## src/shade_pkg.sv

```systemverilog
package shade_pkg;

	////////////////////////////////////////////////////////////
	// Geometry and colour
	////////////////////////////////////////////////////////////
	localparam int VERTEX_W = 20;
	localparam int SQ_W = 2 * VERTEX_W + 2;                  // Sum of three squares
	localparam int COLOR_W = 10;
	localparam int HALF_COLOR_W = COLOR_W / 2;              // Green split across halves
	localparam logic [COLOR_W-1:0] FULL_COLOR = '1;

	// Triangle loop
	localparam int TRIS_PER_PIXEL = 4;
	localparam int TRI_IDX_W = 2;
	localparam int MODEL_LATENCY = 10;
	localparam int LAT_CNT_W = 4;                            // Also reused for the drain
	localparam int PIPE_STAGES = 3;

	////////////////////////////////////////////////////////////
	// Raster and frame buffer bus
	////////////////////////////////////////////////////////////
	localparam int SCREEN_W = 640;
	localparam int SCREEN_H = 480;
	localparam int COORD_W = 10;
	localparam int WB_ADR_W = 20;
	localparam int WB_DAT_W = 16;
	localparam logic [WB_ADR_W-1:0] PLANE_WORDS = WB_ADR_W'(SCREEN_W * SCREEN_H);

	// FSM encodings
	localparam logic [1:0] SEQ_IDLE = 2'd0;
	localparam logic [1:0] SEQ_WAIT = 2'd1;
	localparam logic [1:0] SEQ_SAMPLE = 2'd2;
	localparam logic [1:0] SEQ_DRAIN = 2'd3;
	localparam logic [1:0] WR_IDLE = 2'd0;
	localparam logic [1:0] WR_HI = 2'd1;
	localparam logic [1:0] WR_GAP = 2'd2;
	localparam logic [1:0] WR_LO = 2'd3;

	// One frame buffer pixel as colour fields or as two bus words
	typedef union packed {
		struct packed {
			logic pad_hi;
			logic [HALF_COLOR_W-1:0] g_hi;
			logic [COLOR_W-1:0] r;
			logic pad_lo;
			logic [HALF_COLOR_W-1:0] g_lo;
			logic [COLOR_W-1:0] b;
		} f;
		struct packed {
			logic [WB_DAT_W-1:0] hi;
			logic [WB_DAT_W-1:0] lo;
		} h;
	} pixel_word_t;

endpackage

```

## src/tri_sequencer.sv

```systemverilog
`timescale 1ns/1ns

module tri_sequencer (
	input  logic sys_clk,
	input  logic reset,
	input  logic writer_busy,
	input  logic hit,
	input  logic [shade_pkg::VERTEX_W-1:0] hit_x,
	input  logic [shade_pkg::VERTEX_W-1:0] hit_y,
	input  logic [shade_pkg::VERTEX_W-1:0] hit_z,
	input  logic [shade_pkg::VERTEX_W-1:0] eye_x,
	input  logic [shade_pkg::VERTEX_W-1:0] eye_y,
	input  logic [shade_pkg::VERTEX_W-1:0] eye_z,
	input  logic [shade_pkg::COLOR_W-1:0] hit_r,
	input  logic [shade_pkg::COLOR_W-1:0] hit_g,
	input  logic [shade_pkg::COLOR_W-1:0] hit_b,
	output logic request_tri,
	output logic [shade_pkg::TRI_IDX_W-1:0] tri_index,
	output logic smp_valid,
	output logic smp_hit,
	output logic smp_first,
	output logic [shade_pkg::VERTEX_W-1:0] dx,
	output logic [shade_pkg::VERTEX_W-1:0] dy,
	output logic [shade_pkg::VERTEX_W-1:0] dz,
	output logic [shade_pkg::COLOR_W-1:0] smp_r,
	output logic [shade_pkg::COLOR_W-1:0] smp_g,
	output logic [shade_pkg::COLOR_W-1:0] smp_b,
	output logic pixel_done
);

	logic [1:0] state;
	logic [shade_pkg::LAT_CNT_W-1:0] lat_cnt;
	logic last_tri;
	logic sample_now;

	assign last_tri = (int'(tri_index) == shade_pkg::TRIS_PER_PIXEL - 1);
	assign sample_now = (state == shade_pkg::SEQ_WAIT) &&
		(int'(lat_cnt) == shade_pkg::MODEL_LATENCY - 1);

	////////////////////////////////////////////////////////////
	// Triangle loop FSM
	////////////////////////////////////////////////////////////
	always_ff @(posedge sys_clk)
	begin
		if (reset)
		begin
			state <= shade_pkg::SEQ_IDLE;
			lat_cnt <= '0;
			tri_index <= '0;
			request_tri <= 1'b0;
			smp_valid <= 1'b0;
			pixel_done <= 1'b0;
		end
		else
		begin
			request_tri <= 1'b0;    // All three are single-cycle pulses
			smp_valid <= 1'b0;
			pixel_done <= 1'b0;
			case (state)
				shade_pkg::SEQ_IDLE:
					// Previous pixel must be off to the frame buffer first
					if (!writer_busy && !pixel_done)
					begin
						request_tri <= 1'b1;
						tri_index <= '0;
						lat_cnt <= '0;
						state <= shade_pkg::SEQ_WAIT;
					end
				shade_pkg::SEQ_WAIT:
					if (sample_now)
					begin
						smp_valid <= 1'b1;
						state <= shade_pkg::SEQ_SAMPLE;
					end
					else
						lat_cnt <= lat_cnt + 1'b1;
				shade_pkg::SEQ_SAMPLE:
				begin
					lat_cnt <= '0;
					if (last_tri)
						state <= shade_pkg::SEQ_DRAIN;
					else
					begin
						request_tri <= 1'b1;    // Next triangle right away
						tri_index <= tri_index + 1'b1;
						state <= shade_pkg::SEQ_WAIT;
					end
				end
				shade_pkg::SEQ_DRAIN:
					// Let the distance pipe and the resolver settle
					if (int'(lat_cnt) == shade_pkg::PIPE_STAGES - 1)
					begin
						pixel_done <= 1'b1;
						state <= shade_pkg::SEQ_IDLE;
					end
					else
						lat_cnt <= lat_cnt + 1'b1;
				default:
					state <= shade_pkg::SEQ_IDLE;
			endcase
		end
	end

	// Hit result capture relative to the eye
	always_ff @(posedge sys_clk)
	begin
		if (sample_now)
		begin
			smp_hit <= hit;
			smp_first <= (tri_index == '0);
			dx <= hit_x - eye_x;
			dy <= hit_y - eye_y;
			dz <= hit_z - eye_z;
			smp_r <= hit_r;
			smp_g <= hit_g;
			smp_b <= hit_b;
		end
	end

endmodule

```

## src/eye_distance_pipe.sv

```systemverilog
`timescale 1ns/1ns

module eye_distance_pipe (
	input  logic sys_clk,
	input  logic reset,
	input  logic smp_valid,
	input  logic smp_hit,
	input  logic smp_first,
	input  logic [shade_pkg::VERTEX_W-1:0] dx,
	input  logic [shade_pkg::VERTEX_W-1:0] dy,
	input  logic [shade_pkg::VERTEX_W-1:0] dz,
	input  logic [shade_pkg::COLOR_W-1:0] smp_r,
	input  logic [shade_pkg::COLOR_W-1:0] smp_g,
	input  logic [shade_pkg::COLOR_W-1:0] smp_b,
	output logic res_valid,
	output logic res_hit,
	output logic res_first,
	output logic [shade_pkg::SQ_W-1:0] res_dist_sq,
	output logic [shade_pkg::COLOR_W-1:0] res_r,
	output logic [shade_pkg::COLOR_W-1:0] res_g,
	output logic [shade_pkg::COLOR_W-1:0] res_b
);

	logic [shade_pkg::PIPE_STAGES-1:0] valid_q;
	logic [shade_pkg::PIPE_STAGES-1:0] hit_q;
	logic [shade_pkg::PIPE_STAGES-1:0] first_q;
	logic [shade_pkg::COLOR_W-1:0] r_q [shade_pkg::PIPE_STAGES];
	logic [shade_pkg::COLOR_W-1:0] g_q [shade_pkg::PIPE_STAGES];
	logic [shade_pkg::COLOR_W-1:0] b_q [shade_pkg::PIPE_STAGES];
	logic [shade_pkg::SQ_W-1:0] sq_x;
	logic [shade_pkg::SQ_W-1:0] sq_y;
	logic [shade_pkg::SQ_W-1:0] sq_z;
	logic [shade_pkg::SQ_W-1:0] sum_sq;
	logic [shade_pkg::SQ_W-1:0] dist_q;

	// Valid shift register
	always_ff @(posedge sys_clk)
	begin
		if (reset)
			valid_q <= '0;
		else
			valid_q <= {valid_q[shade_pkg::PIPE_STAGES-2:0], smp_valid};
	end

	////////////////////////////////////////////////////////////
	// Square, sum, register
	////////////////////////////////////////////////////////////
	always_ff @(posedge sys_clk)
	begin
		// Signed squares of the two's complement differences
		sq_x <= shade_pkg::SQ_W'($signed(dx)) * shade_pkg::SQ_W'($signed(dx));
		sq_y <= shade_pkg::SQ_W'($signed(dy)) * shade_pkg::SQ_W'($signed(dy));
		sq_z <= shade_pkg::SQ_W'($signed(dz)) * shade_pkg::SQ_W'($signed(dz));
		sum_sq <= sq_x + sq_y + sq_z;
		dist_q <= sum_sq;    // Stage three
	end

	// Flags and colour ride along one stage per cycle
	always_ff @(posedge sys_clk)
	begin
		hit_q <= {hit_q[shade_pkg::PIPE_STAGES-2:0], smp_hit};
		first_q <= {first_q[shade_pkg::PIPE_STAGES-2:0], smp_first};
		r_q[0] <= smp_r;
		g_q[0] <= smp_g;
		b_q[0] <= smp_b;
		for (int i = 1; i < shade_pkg::PIPE_STAGES; i++)
		begin
			r_q[i] <= r_q[i-1];
			g_q[i] <= g_q[i-1];
			b_q[i] <= b_q[i-1];
		end
	end

	assign res_valid = valid_q[shade_pkg::PIPE_STAGES-1];
	assign res_hit = hit_q[shade_pkg::PIPE_STAGES-1];
	assign res_first = first_q[shade_pkg::PIPE_STAGES-1];
	assign res_dist_sq = dist_q;
	assign res_r = r_q[shade_pkg::PIPE_STAGES-1];
	assign res_g = g_q[shade_pkg::PIPE_STAGES-1];
	assign res_b = b_q[shade_pkg::PIPE_STAGES-1];

endmodule

```

## src/depth_resolver.sv

```systemverilog
`timescale 1ns/1ns

module depth_resolver (
	input  logic sys_clk,
	input  logic reset,
	input  logic accumulate,
	input  logic res_valid,
	input  logic res_hit,
	input  logic res_first,
	input  logic [shade_pkg::SQ_W-1:0] res_dist_sq,
	input  logic [shade_pkg::COLOR_W-1:0] res_r,
	input  logic [shade_pkg::COLOR_W-1:0] res_g,
	input  logic [shade_pkg::COLOR_W-1:0] res_b,
	output logic [shade_pkg::COLOR_W-1:0] pix_r,
	output logic [shade_pkg::COLOR_W-1:0] pix_g,
	output logic [shade_pkg::COLOR_W-1:0] pix_b
);

	logic [shade_pkg::SQ_W-1:0] near_dist;    // Nearest hit so far

	// Channel add that clips at full colour
	function automatic logic [shade_pkg::COLOR_W-1:0] sat_add(
		input logic [shade_pkg::COLOR_W-1:0] a,
		input logic [shade_pkg::COLOR_W-1:0] b
	);
		logic [shade_pkg::COLOR_W:0] sum;

		sum = {1'b0, a} + {1'b0, b};
		if (sum[shade_pkg::COLOR_W])
			return shade_pkg::FULL_COLOR;
		return sum[shade_pkg::COLOR_W-1:0];
	endfunction

	////////////////////////////////////////////////////////////
	// Z resolve per result
	////////////////////////////////////////////////////////////
	always_ff @(posedge sys_clk)
	begin
		if (reset)
		begin
			near_dist <= '1;
			pix_r <= '0;
			pix_g <= '0;
			pix_b <= '0;
		end
		else if (res_valid)
		begin
			if (res_first)
			begin
				// First triangle starts the pixel over
				if (res_hit)
				begin
					near_dist <= res_dist_sq;
					pix_r <= res_r;
					pix_g <= res_g;
					pix_b <= res_b;
				end
				else
				begin
					near_dist <= '1;    // Farthest possible for the background
					pix_r <= '0;
					pix_g <= '0;
					pix_b <= '0;
				end
			end
			else if (res_hit)
			begin
				if (accumulate)
				begin
					pix_r <= sat_add(pix_r, res_r);
					pix_g <= sat_add(pix_g, res_g);
					pix_b <= sat_add(pix_b, res_b);
				end
				else if (res_dist_sq <= near_dist)
				begin
					// Later triangle wins a tie
					near_dist <= res_dist_sq;
					pix_r <= res_r;
					pix_g <= res_g;
					pix_b <= res_b;
				end
			end
		end
	end

endmodule

```

## src/pixel_writer.sv

```systemverilog
`timescale 1ns/1ns

module pixel_writer (
	input  logic sys_clk,
	input  logic reset,
	input  logic pixel_done,
	input  logic [shade_pkg::COLOR_W-1:0] pix_r,
	input  logic [shade_pkg::COLOR_W-1:0] pix_g,
	input  logic [shade_pkg::COLOR_W-1:0] pix_b,
	input  logic wb_ack,
	output logic writer_busy,
	output logic wb_cyc,
	output logic wb_stb,
	output logic wb_we,
	output logic [shade_pkg::WB_ADR_W-1:0] wb_adr,
	output logic [shade_pkg::WB_DAT_W-1:0] wb_dat_o
);

	logic [1:0] state;
	logic [shade_pkg::COORD_W-1:0] x_pos;
	logic [shade_pkg::COORD_W-1:0] y_pos;
	logic [shade_pkg::WB_ADR_W-1:0] pixel_addr;    // Tracks y * SCREEN_W + x
	logic x_wrap;
	logic y_wrap;
	shade_pkg::pixel_word_t pix_word;
	shade_pkg::pixel_word_t word_q;

	assign x_wrap = (int'(x_pos) == shade_pkg::SCREEN_W - 1);
	assign y_wrap = (int'(y_pos) == shade_pkg::SCREEN_H - 1);

	// Pack colour with zero pad bits
	always_comb
	begin
		pix_word = '0;
		pix_word.f.g_hi = pix_g[shade_pkg::COLOR_W-1:shade_pkg::HALF_COLOR_W];
		pix_word.f.r = pix_r;
		pix_word.f.g_lo = pix_g[shade_pkg::HALF_COLOR_W-1:0];
		pix_word.f.b = pix_b;
	end

	////////////////////////////////////////////////////////////
	// Wishbone master, two single writes per pixel
	////////////////////////////////////////////////////////////
	always_ff @(posedge sys_clk)
	begin
		if (reset)
		begin
			state <= shade_pkg::WR_IDLE;
			writer_busy <= 1'b0;
			wb_cyc <= 1'b0;
			wb_stb <= 1'b0;
			wb_we <= 1'b0;
			x_pos <= '0;
			y_pos <= '0;
			pixel_addr <= '0;
		end
		else
		begin
			case (state)
				shade_pkg::WR_IDLE:
					if (pixel_done)
					begin
						writer_busy <= 1'b1;
						wb_cyc <= 1'b1;
						wb_stb <= 1'b1;
						wb_we <= 1'b1;
						state <= shade_pkg::WR_HI;
					end
				shade_pkg::WR_HI:
					if (wb_ack)
					begin
						wb_cyc <= 1'b0;    // Bus idle for one cycle between halves
						wb_stb <= 1'b0;
						wb_we <= 1'b0;
						state <= shade_pkg::WR_GAP;
					end
				shade_pkg::WR_GAP:
				begin
					wb_cyc <= 1'b1;
					wb_stb <= 1'b1;
					wb_we <= 1'b1;
					state <= shade_pkg::WR_LO;
				end
				shade_pkg::WR_LO:
					if (wb_ack)
					begin
						wb_cyc <= 1'b0;
						wb_stb <= 1'b0;
						wb_we <= 1'b0;
						writer_busy <= 1'b0;
						state <= shade_pkg::WR_IDLE;
						// Raster step
						if (x_wrap)
						begin
							x_pos <= '0;
							y_pos <= y_wrap ? '0 : y_pos + 1'b1;
						end
						else
							x_pos <= x_pos + 1'b1;
						pixel_addr <= (x_wrap && y_wrap) ? '0 : pixel_addr + 1'b1;
					end
				default:
					state <= shade_pkg::WR_IDLE;
			endcase
		end
	end

	// Address and data hold steady until ack
	always_ff @(posedge sys_clk)
	begin
		if (state == shade_pkg::WR_IDLE && pixel_done)
		begin
			word_q <= pix_word;
			wb_adr <= pixel_addr;
			wb_dat_o <= pix_word.h.hi;
		end
		else if (state == shade_pkg::WR_GAP)
		begin
			wb_adr <= pixel_addr + shade_pkg::PLANE_WORDS;    // Second plane
			wb_dat_o <= word_q.h.lo;
		end
	end

endmodule

```

## src/pixel_shader_top.sv

```systemverilog
`timescale 1ns/1ns

module pixel_shader_top (
	input  logic sys_clk,
	input  logic reset,
	input  logic accumulate,
	input  logic hit,
	input  logic [shade_pkg::VERTEX_W-1:0] hit_x,
	input  logic [shade_pkg::VERTEX_W-1:0] hit_y,
	input  logic [shade_pkg::VERTEX_W-1:0] hit_z,
	input  logic [shade_pkg::VERTEX_W-1:0] eye_x,
	input  logic [shade_pkg::VERTEX_W-1:0] eye_y,
	input  logic [shade_pkg::VERTEX_W-1:0] eye_z,
	input  logic [shade_pkg::COLOR_W-1:0] hit_r,
	input  logic [shade_pkg::COLOR_W-1:0] hit_g,
	input  logic [shade_pkg::COLOR_W-1:0] hit_b,
	input  logic wb_ack,
	output logic request_tri,
	output logic [shade_pkg::TRI_IDX_W-1:0] tri_index,
	output logic wb_cyc,
	output logic wb_stb,
	output logic wb_we,
	output logic [shade_pkg::WB_ADR_W-1:0] wb_adr,
	output logic [shade_pkg::WB_DAT_W-1:0] wb_dat_o
);

	// Sample stream
	logic smp_valid, smp_hit, smp_first;
	logic [shade_pkg::VERTEX_W-1:0] dx, dy, dz;
	logic [shade_pkg::COLOR_W-1:0] smp_r, smp_g, smp_b;

	// Resolver input
	logic res_valid, res_hit, res_first;
	logic [shade_pkg::SQ_W-1:0] res_dist_sq;
	logic [shade_pkg::COLOR_W-1:0] res_r, res_g, res_b;

	logic [shade_pkg::COLOR_W-1:0] pix_r, pix_g, pix_b;
	logic pixel_done;
	logic writer_busy;

	tri_sequencer tri_sequencer_i (.*);

	eye_distance_pipe eye_distance_pipe_i (.*);

	depth_resolver depth_resolver_i (.*);

	pixel_writer pixel_writer_i (.*);

endmodule

```

## config.mk

```make
export PLATFORM = sky130hd
export DESIGN_NAME = pixel_shader_top
export DESIGN_NICKNAME = d
export VERILOG_FILES = /design/src/shade_pkg.sv /design/src/tri_sequencer.sv /design/src/eye_distance_pipe.sv /design/src/depth_resolver.sv /design/src/pixel_writer.sv /design/src/pixel_shader_top.sv
export SDC_FILE = /design/constraint.sdc
export NUM_CORES = 2
export LEC_CHECK = 0
export ABC_AREA = 1
export BUFFER_PORTS_ARGS = -buffer_cell sky130_fd_sc_hd__buf_2
export CAP_MARGIN = 20
export CORE_ASPECT_RATIO = 0.7
export CORE_MARGIN = 2
export CORE_UTILIZATION = 55
export CTS_BUF_LIST = sky130_fd_sc_hd__clkbuf_2 sky130_fd_sc_hd__clkbuf_4 sky130_fd_sc_hd__clkbuf_8
export DETAILED_ROUTE_END_ITERATION = 12
export GPL_TIMING_DRIVEN = 0
export PLACE_DENSITY = 0.75
export SYNTH_ARGS = -nofsm -noshare
export SYNTH_HDL_FRONTEND = slang
export SYNTH_SLANG_ARGS = --single-unit
```

## constraint.sdc

```tcl
create_clock -name sys_clk -period 10.25 [get_ports sys_clk]
set_input_delay 1.025 -clock sys_clk [delete_from_list [all_inputs] [get_ports sys_clk]]
set_output_delay 1.025 -clock sys_clk [all_outputs]
set_load 0.005 [all_outputs]
```

==> run metrics <==
max cap viols=0; Post-Route Skew=0.0553 ns; Final min period=8.43 ns; Worst Path Max Fanout=10; Setup crit start kind=register; Final Instance Area=0.0733 mm²; Hold Crit Class=reg -> reg; worst setup margin=1.82 ns; Max clock buf depth=3; Internal=3.65 mW; IR Drop Worst-Case VDD=0.0763 mV; Die Span Y=299 µm; largest net degree at the start of global routing=32; yosys warns=0; FILL cells=11,000; number of I/O port buffers=193; Core ar.=0.124 mm²; asr flop ratio synth=0%; CTS Buf Count=87; Seq/Total Area, Yosys=18.8%; Synth Cell Area=0.0682 mm²; share of layout cells above drive strength 1=4.95%; R2R Path Start=tri_sequencer_i.dz[19]; Synth Flop Type=dfxtp_1; vias in the first global route=53,600; Cell variety after synth=58; area fraction of the dominant cell type after synthesis=35.0%; crit end category=register; pre-CTS worst setup slack=2.10 ns; ANT nets after route=0; Pleak=39.5 nW; via count of the routed design=52,500; WL/cell=17.8 µm; Max Fclk=0.119 GHz; Worst-Skew Late Latency=0.79 ns; Crit Path Class=reg -> reg; CP peak stage delay=0.74 ns; TritonCTS clock tree=done; Clock Power Share=43.1%; worst hold path depth=0; WP buf/inv=8; Post-Syn Instances=8,010; TritonRoute pass-1 iters=6; H-Tree Depth=3; most frequent CP cell=fa_1; RSZ-0062 raised after global routing=no; Post-CTS Setup Repair Bufs=0; Vias/cell=5.24; combinational share of power=7.9%; DRT iter0 DRCs=4,407; CP top delay family=adder cells; Routed WL=178,000 µm; pwr dens=66.2 mW/mm²; Hold Buf Count CTS=0; Worst Path Required=10.89 ns; first-pass GRT wire length=288,000 µm; initial antenna violation count=2; top-count cell post-synth=inv_1; Resized Gates After CTS=0; r2r worst-path depth=23; Endpoint, Worst Hold=eye_distance_pipe_i.r_q[0][21]; sequential power share=49.0%; PnR Total Power=4.85 mW; GRT Util Overall=29.0%; Site Rows=108; Synth top cells by count=2,128 x inv_1, 1,446 x nand2_1, 1,191 x fa_1, 520 x nor2_1, 500 x ha_1; status=finished clean; die extent in x=425 µm; min-delay src=eye_distance_pipe_i.r_q[0][11]; flop2flop setup slack=1.82 ns; routability cong.=1.01; worst slew pin tran=0.992 ns; Starting Density=55.2%; final slew viol count=0; Placed Area=0.0713 mm²; Slowest-stage cell, CP=fa_1; largest area contributor in the netlist=fa_1; final setup fails=0; clock slew at reported path FFs=0.06 ns; die area=0.127 mm²; switching share of power=24.9%; worst reg2reg path endpoint=eye_distance_pipe_i.sq_z[38]; clock root cell=clkbuf_8; GRT overflow=0; most area-consuming cells after synthesis=fa_1 35%, dfxtp_1 13%, inv_1 12%, ha_1 9.2%, nand2_1 8.0%; CTS Sinks=569; Fin Setup TNS=0 ns; CP arrival=9.07 ns; syn avg cell area=8.51 µm²; fin nets=10,100; register bit total from synthesis=569; hpwl dp=153,000 µm; area grow syn2layout=7.43%; final hold vios=0; CP cell instances=clkbuf_1, clkbuf_1, nand2_1, fa_1, fa_1, inv_1, fa_1, inv_1, fa_1, inv_1, fa_1, fa_1, inv_1, fa_1, inv_1, ha_1, nand2_1, nor2_1, inv_1, nor4_1, o21ai_0, nand4_1, nand2_1; Final Cycle Share=82.2%; slew margin rel.=33.8%; net load switching power=1.21 mW; number of synthesized flops with an enable pin=142; DRC errors left=0; num ports=197; Core Util, Final=59.3%
==> cell families after synthesis <==
kind of cell,after synthesis,share of synthesized area [%]
buffers and inverters,2329,12.9
AND/OR/NAND/NOR,2396,14.4
AO/OA/AOI/OAI,749,6.23
other,1,0.00550
adder cells (fa/ha/maj),1691,44.1
XOR/XNOR,275,3.53
flip-flops,569,18.8
==> area by class of cell <==
| cell class | count | area [µm²] | area share (%) |
|---|---|---|---|
| antenna | 1 | 2.50 | 0.00342 |
| buffer | 197 | 778 | 1.06 |
| clock buffer | 117 | 1490 | 2.03 |
| clock inverter | 39 | 424 | 0.579 |
| inverter | 2132 | 8010 | 10.9 |
| multi-input combinational | 5115 | 46600 | 63.6 |
| sequential | 569 | 12800 | 17.5 |
| tap | 1650 | 2060 | 2.82 |
| timing repair buffer | 198 | 1070 | 1.46 |
==> layer usage <==
metal  up-vias  GRT usage (%)  routed length (µm)  share of wire, %
met5         -              0                  27             0.015
met4         4           5.84                3320               1.9
li1      24500              -                   -                 -
met2      2379           41.5               72600                41
met1     25400           43.9               81600                46
met3       253           8.13               20500                12
==> worst max path at each step <==
stage / from / to / slack [ns] / cells past startpoint
2_1_floorplan: tri_sequencer_i.dz[19] / eye_distance_pipe_i.sq_z[40] / 3.82 / 23
3_3_place_gp: tri_sequencer_i.state[0] / tri_sequencer_i.lat_cnt[3] / 1.43 / 8
3_5_place_dp: tri_sequencer_i.dz[19] / eye_distance_pipe_i.sq_z[38] / 2.10 / 23
4_1_cts: tri_sequencer_i.dz[19] / eye_distance_pipe_i.sq_z[38] / 2.02 / 23
5_1_grt: tri_sequencer_i.dz[19] / eye_distance_pipe_i.sq_z[38] / 1.48 / 23
6_report: tri_sequencer_i.dz[19] / eye_distance_pipe_i.sq_z[38] / 1.82 / 23
==> power groups by stage <==
stage / Clock, mW / Combinational (mW) / Sequential, mW
floorplan: 0 / 0.236 / 2.43
global placement: 0 / 0.362 / 2.43
detailed placement: 0 / 0.380 / 2.43
CTS: 2.15 / 0.383 / 2.38
global route: 2.24 / 0.434 / 2.38
finish: 2.09 / 0.386 / 2.38
==> through the flow <==
step                std cells  hold WS, ns
floorplan                8013        0.310
global placement         9856        0.310
global route            10000        0.300
CTS                     10000        0.299
finish                  10000        0.287
detailed placement       9860        0.312
==> sequential cells by signal (all words and copies together), names as in the netlist, 30 cells and up <==
signal	cells
eye_distance_pipe_i.sq_x	39
eye_distance_pipe_i.b_q	30
eye_distance_pipe_i.r_q	30
eye_distance_pipe_i.sum_sq	42
depth_resolver_i.near_dist	42
eye_distance_pipe_i.sq_y	39
eye_distance_pipe_i.g_q	30
eye_distance_pipe_i.sq_z	39
eye_distance_pipe_i.res_dist_sq	42
==> cells in the final DEF (no fill, tap or decap), drive strengths merged, types with 142 or more instances in the layout <==
master | netlist | final
o21ai | 202 | 202
edfxtp | 142 | 142
clkbuf | 164 | 281
a21oi | 348 | 348
ha | 500 | 500
dfxtp | 427 | 427
nor2 | 527 | 527
xor2 | 187 | 187
buf | 33 | 231
nand2 | 1452 | 1452
fa | 1191 | 1191
inv | 2130 | 2135
nand3 | 228 | 228
Power figures use the tool's default switching activity.
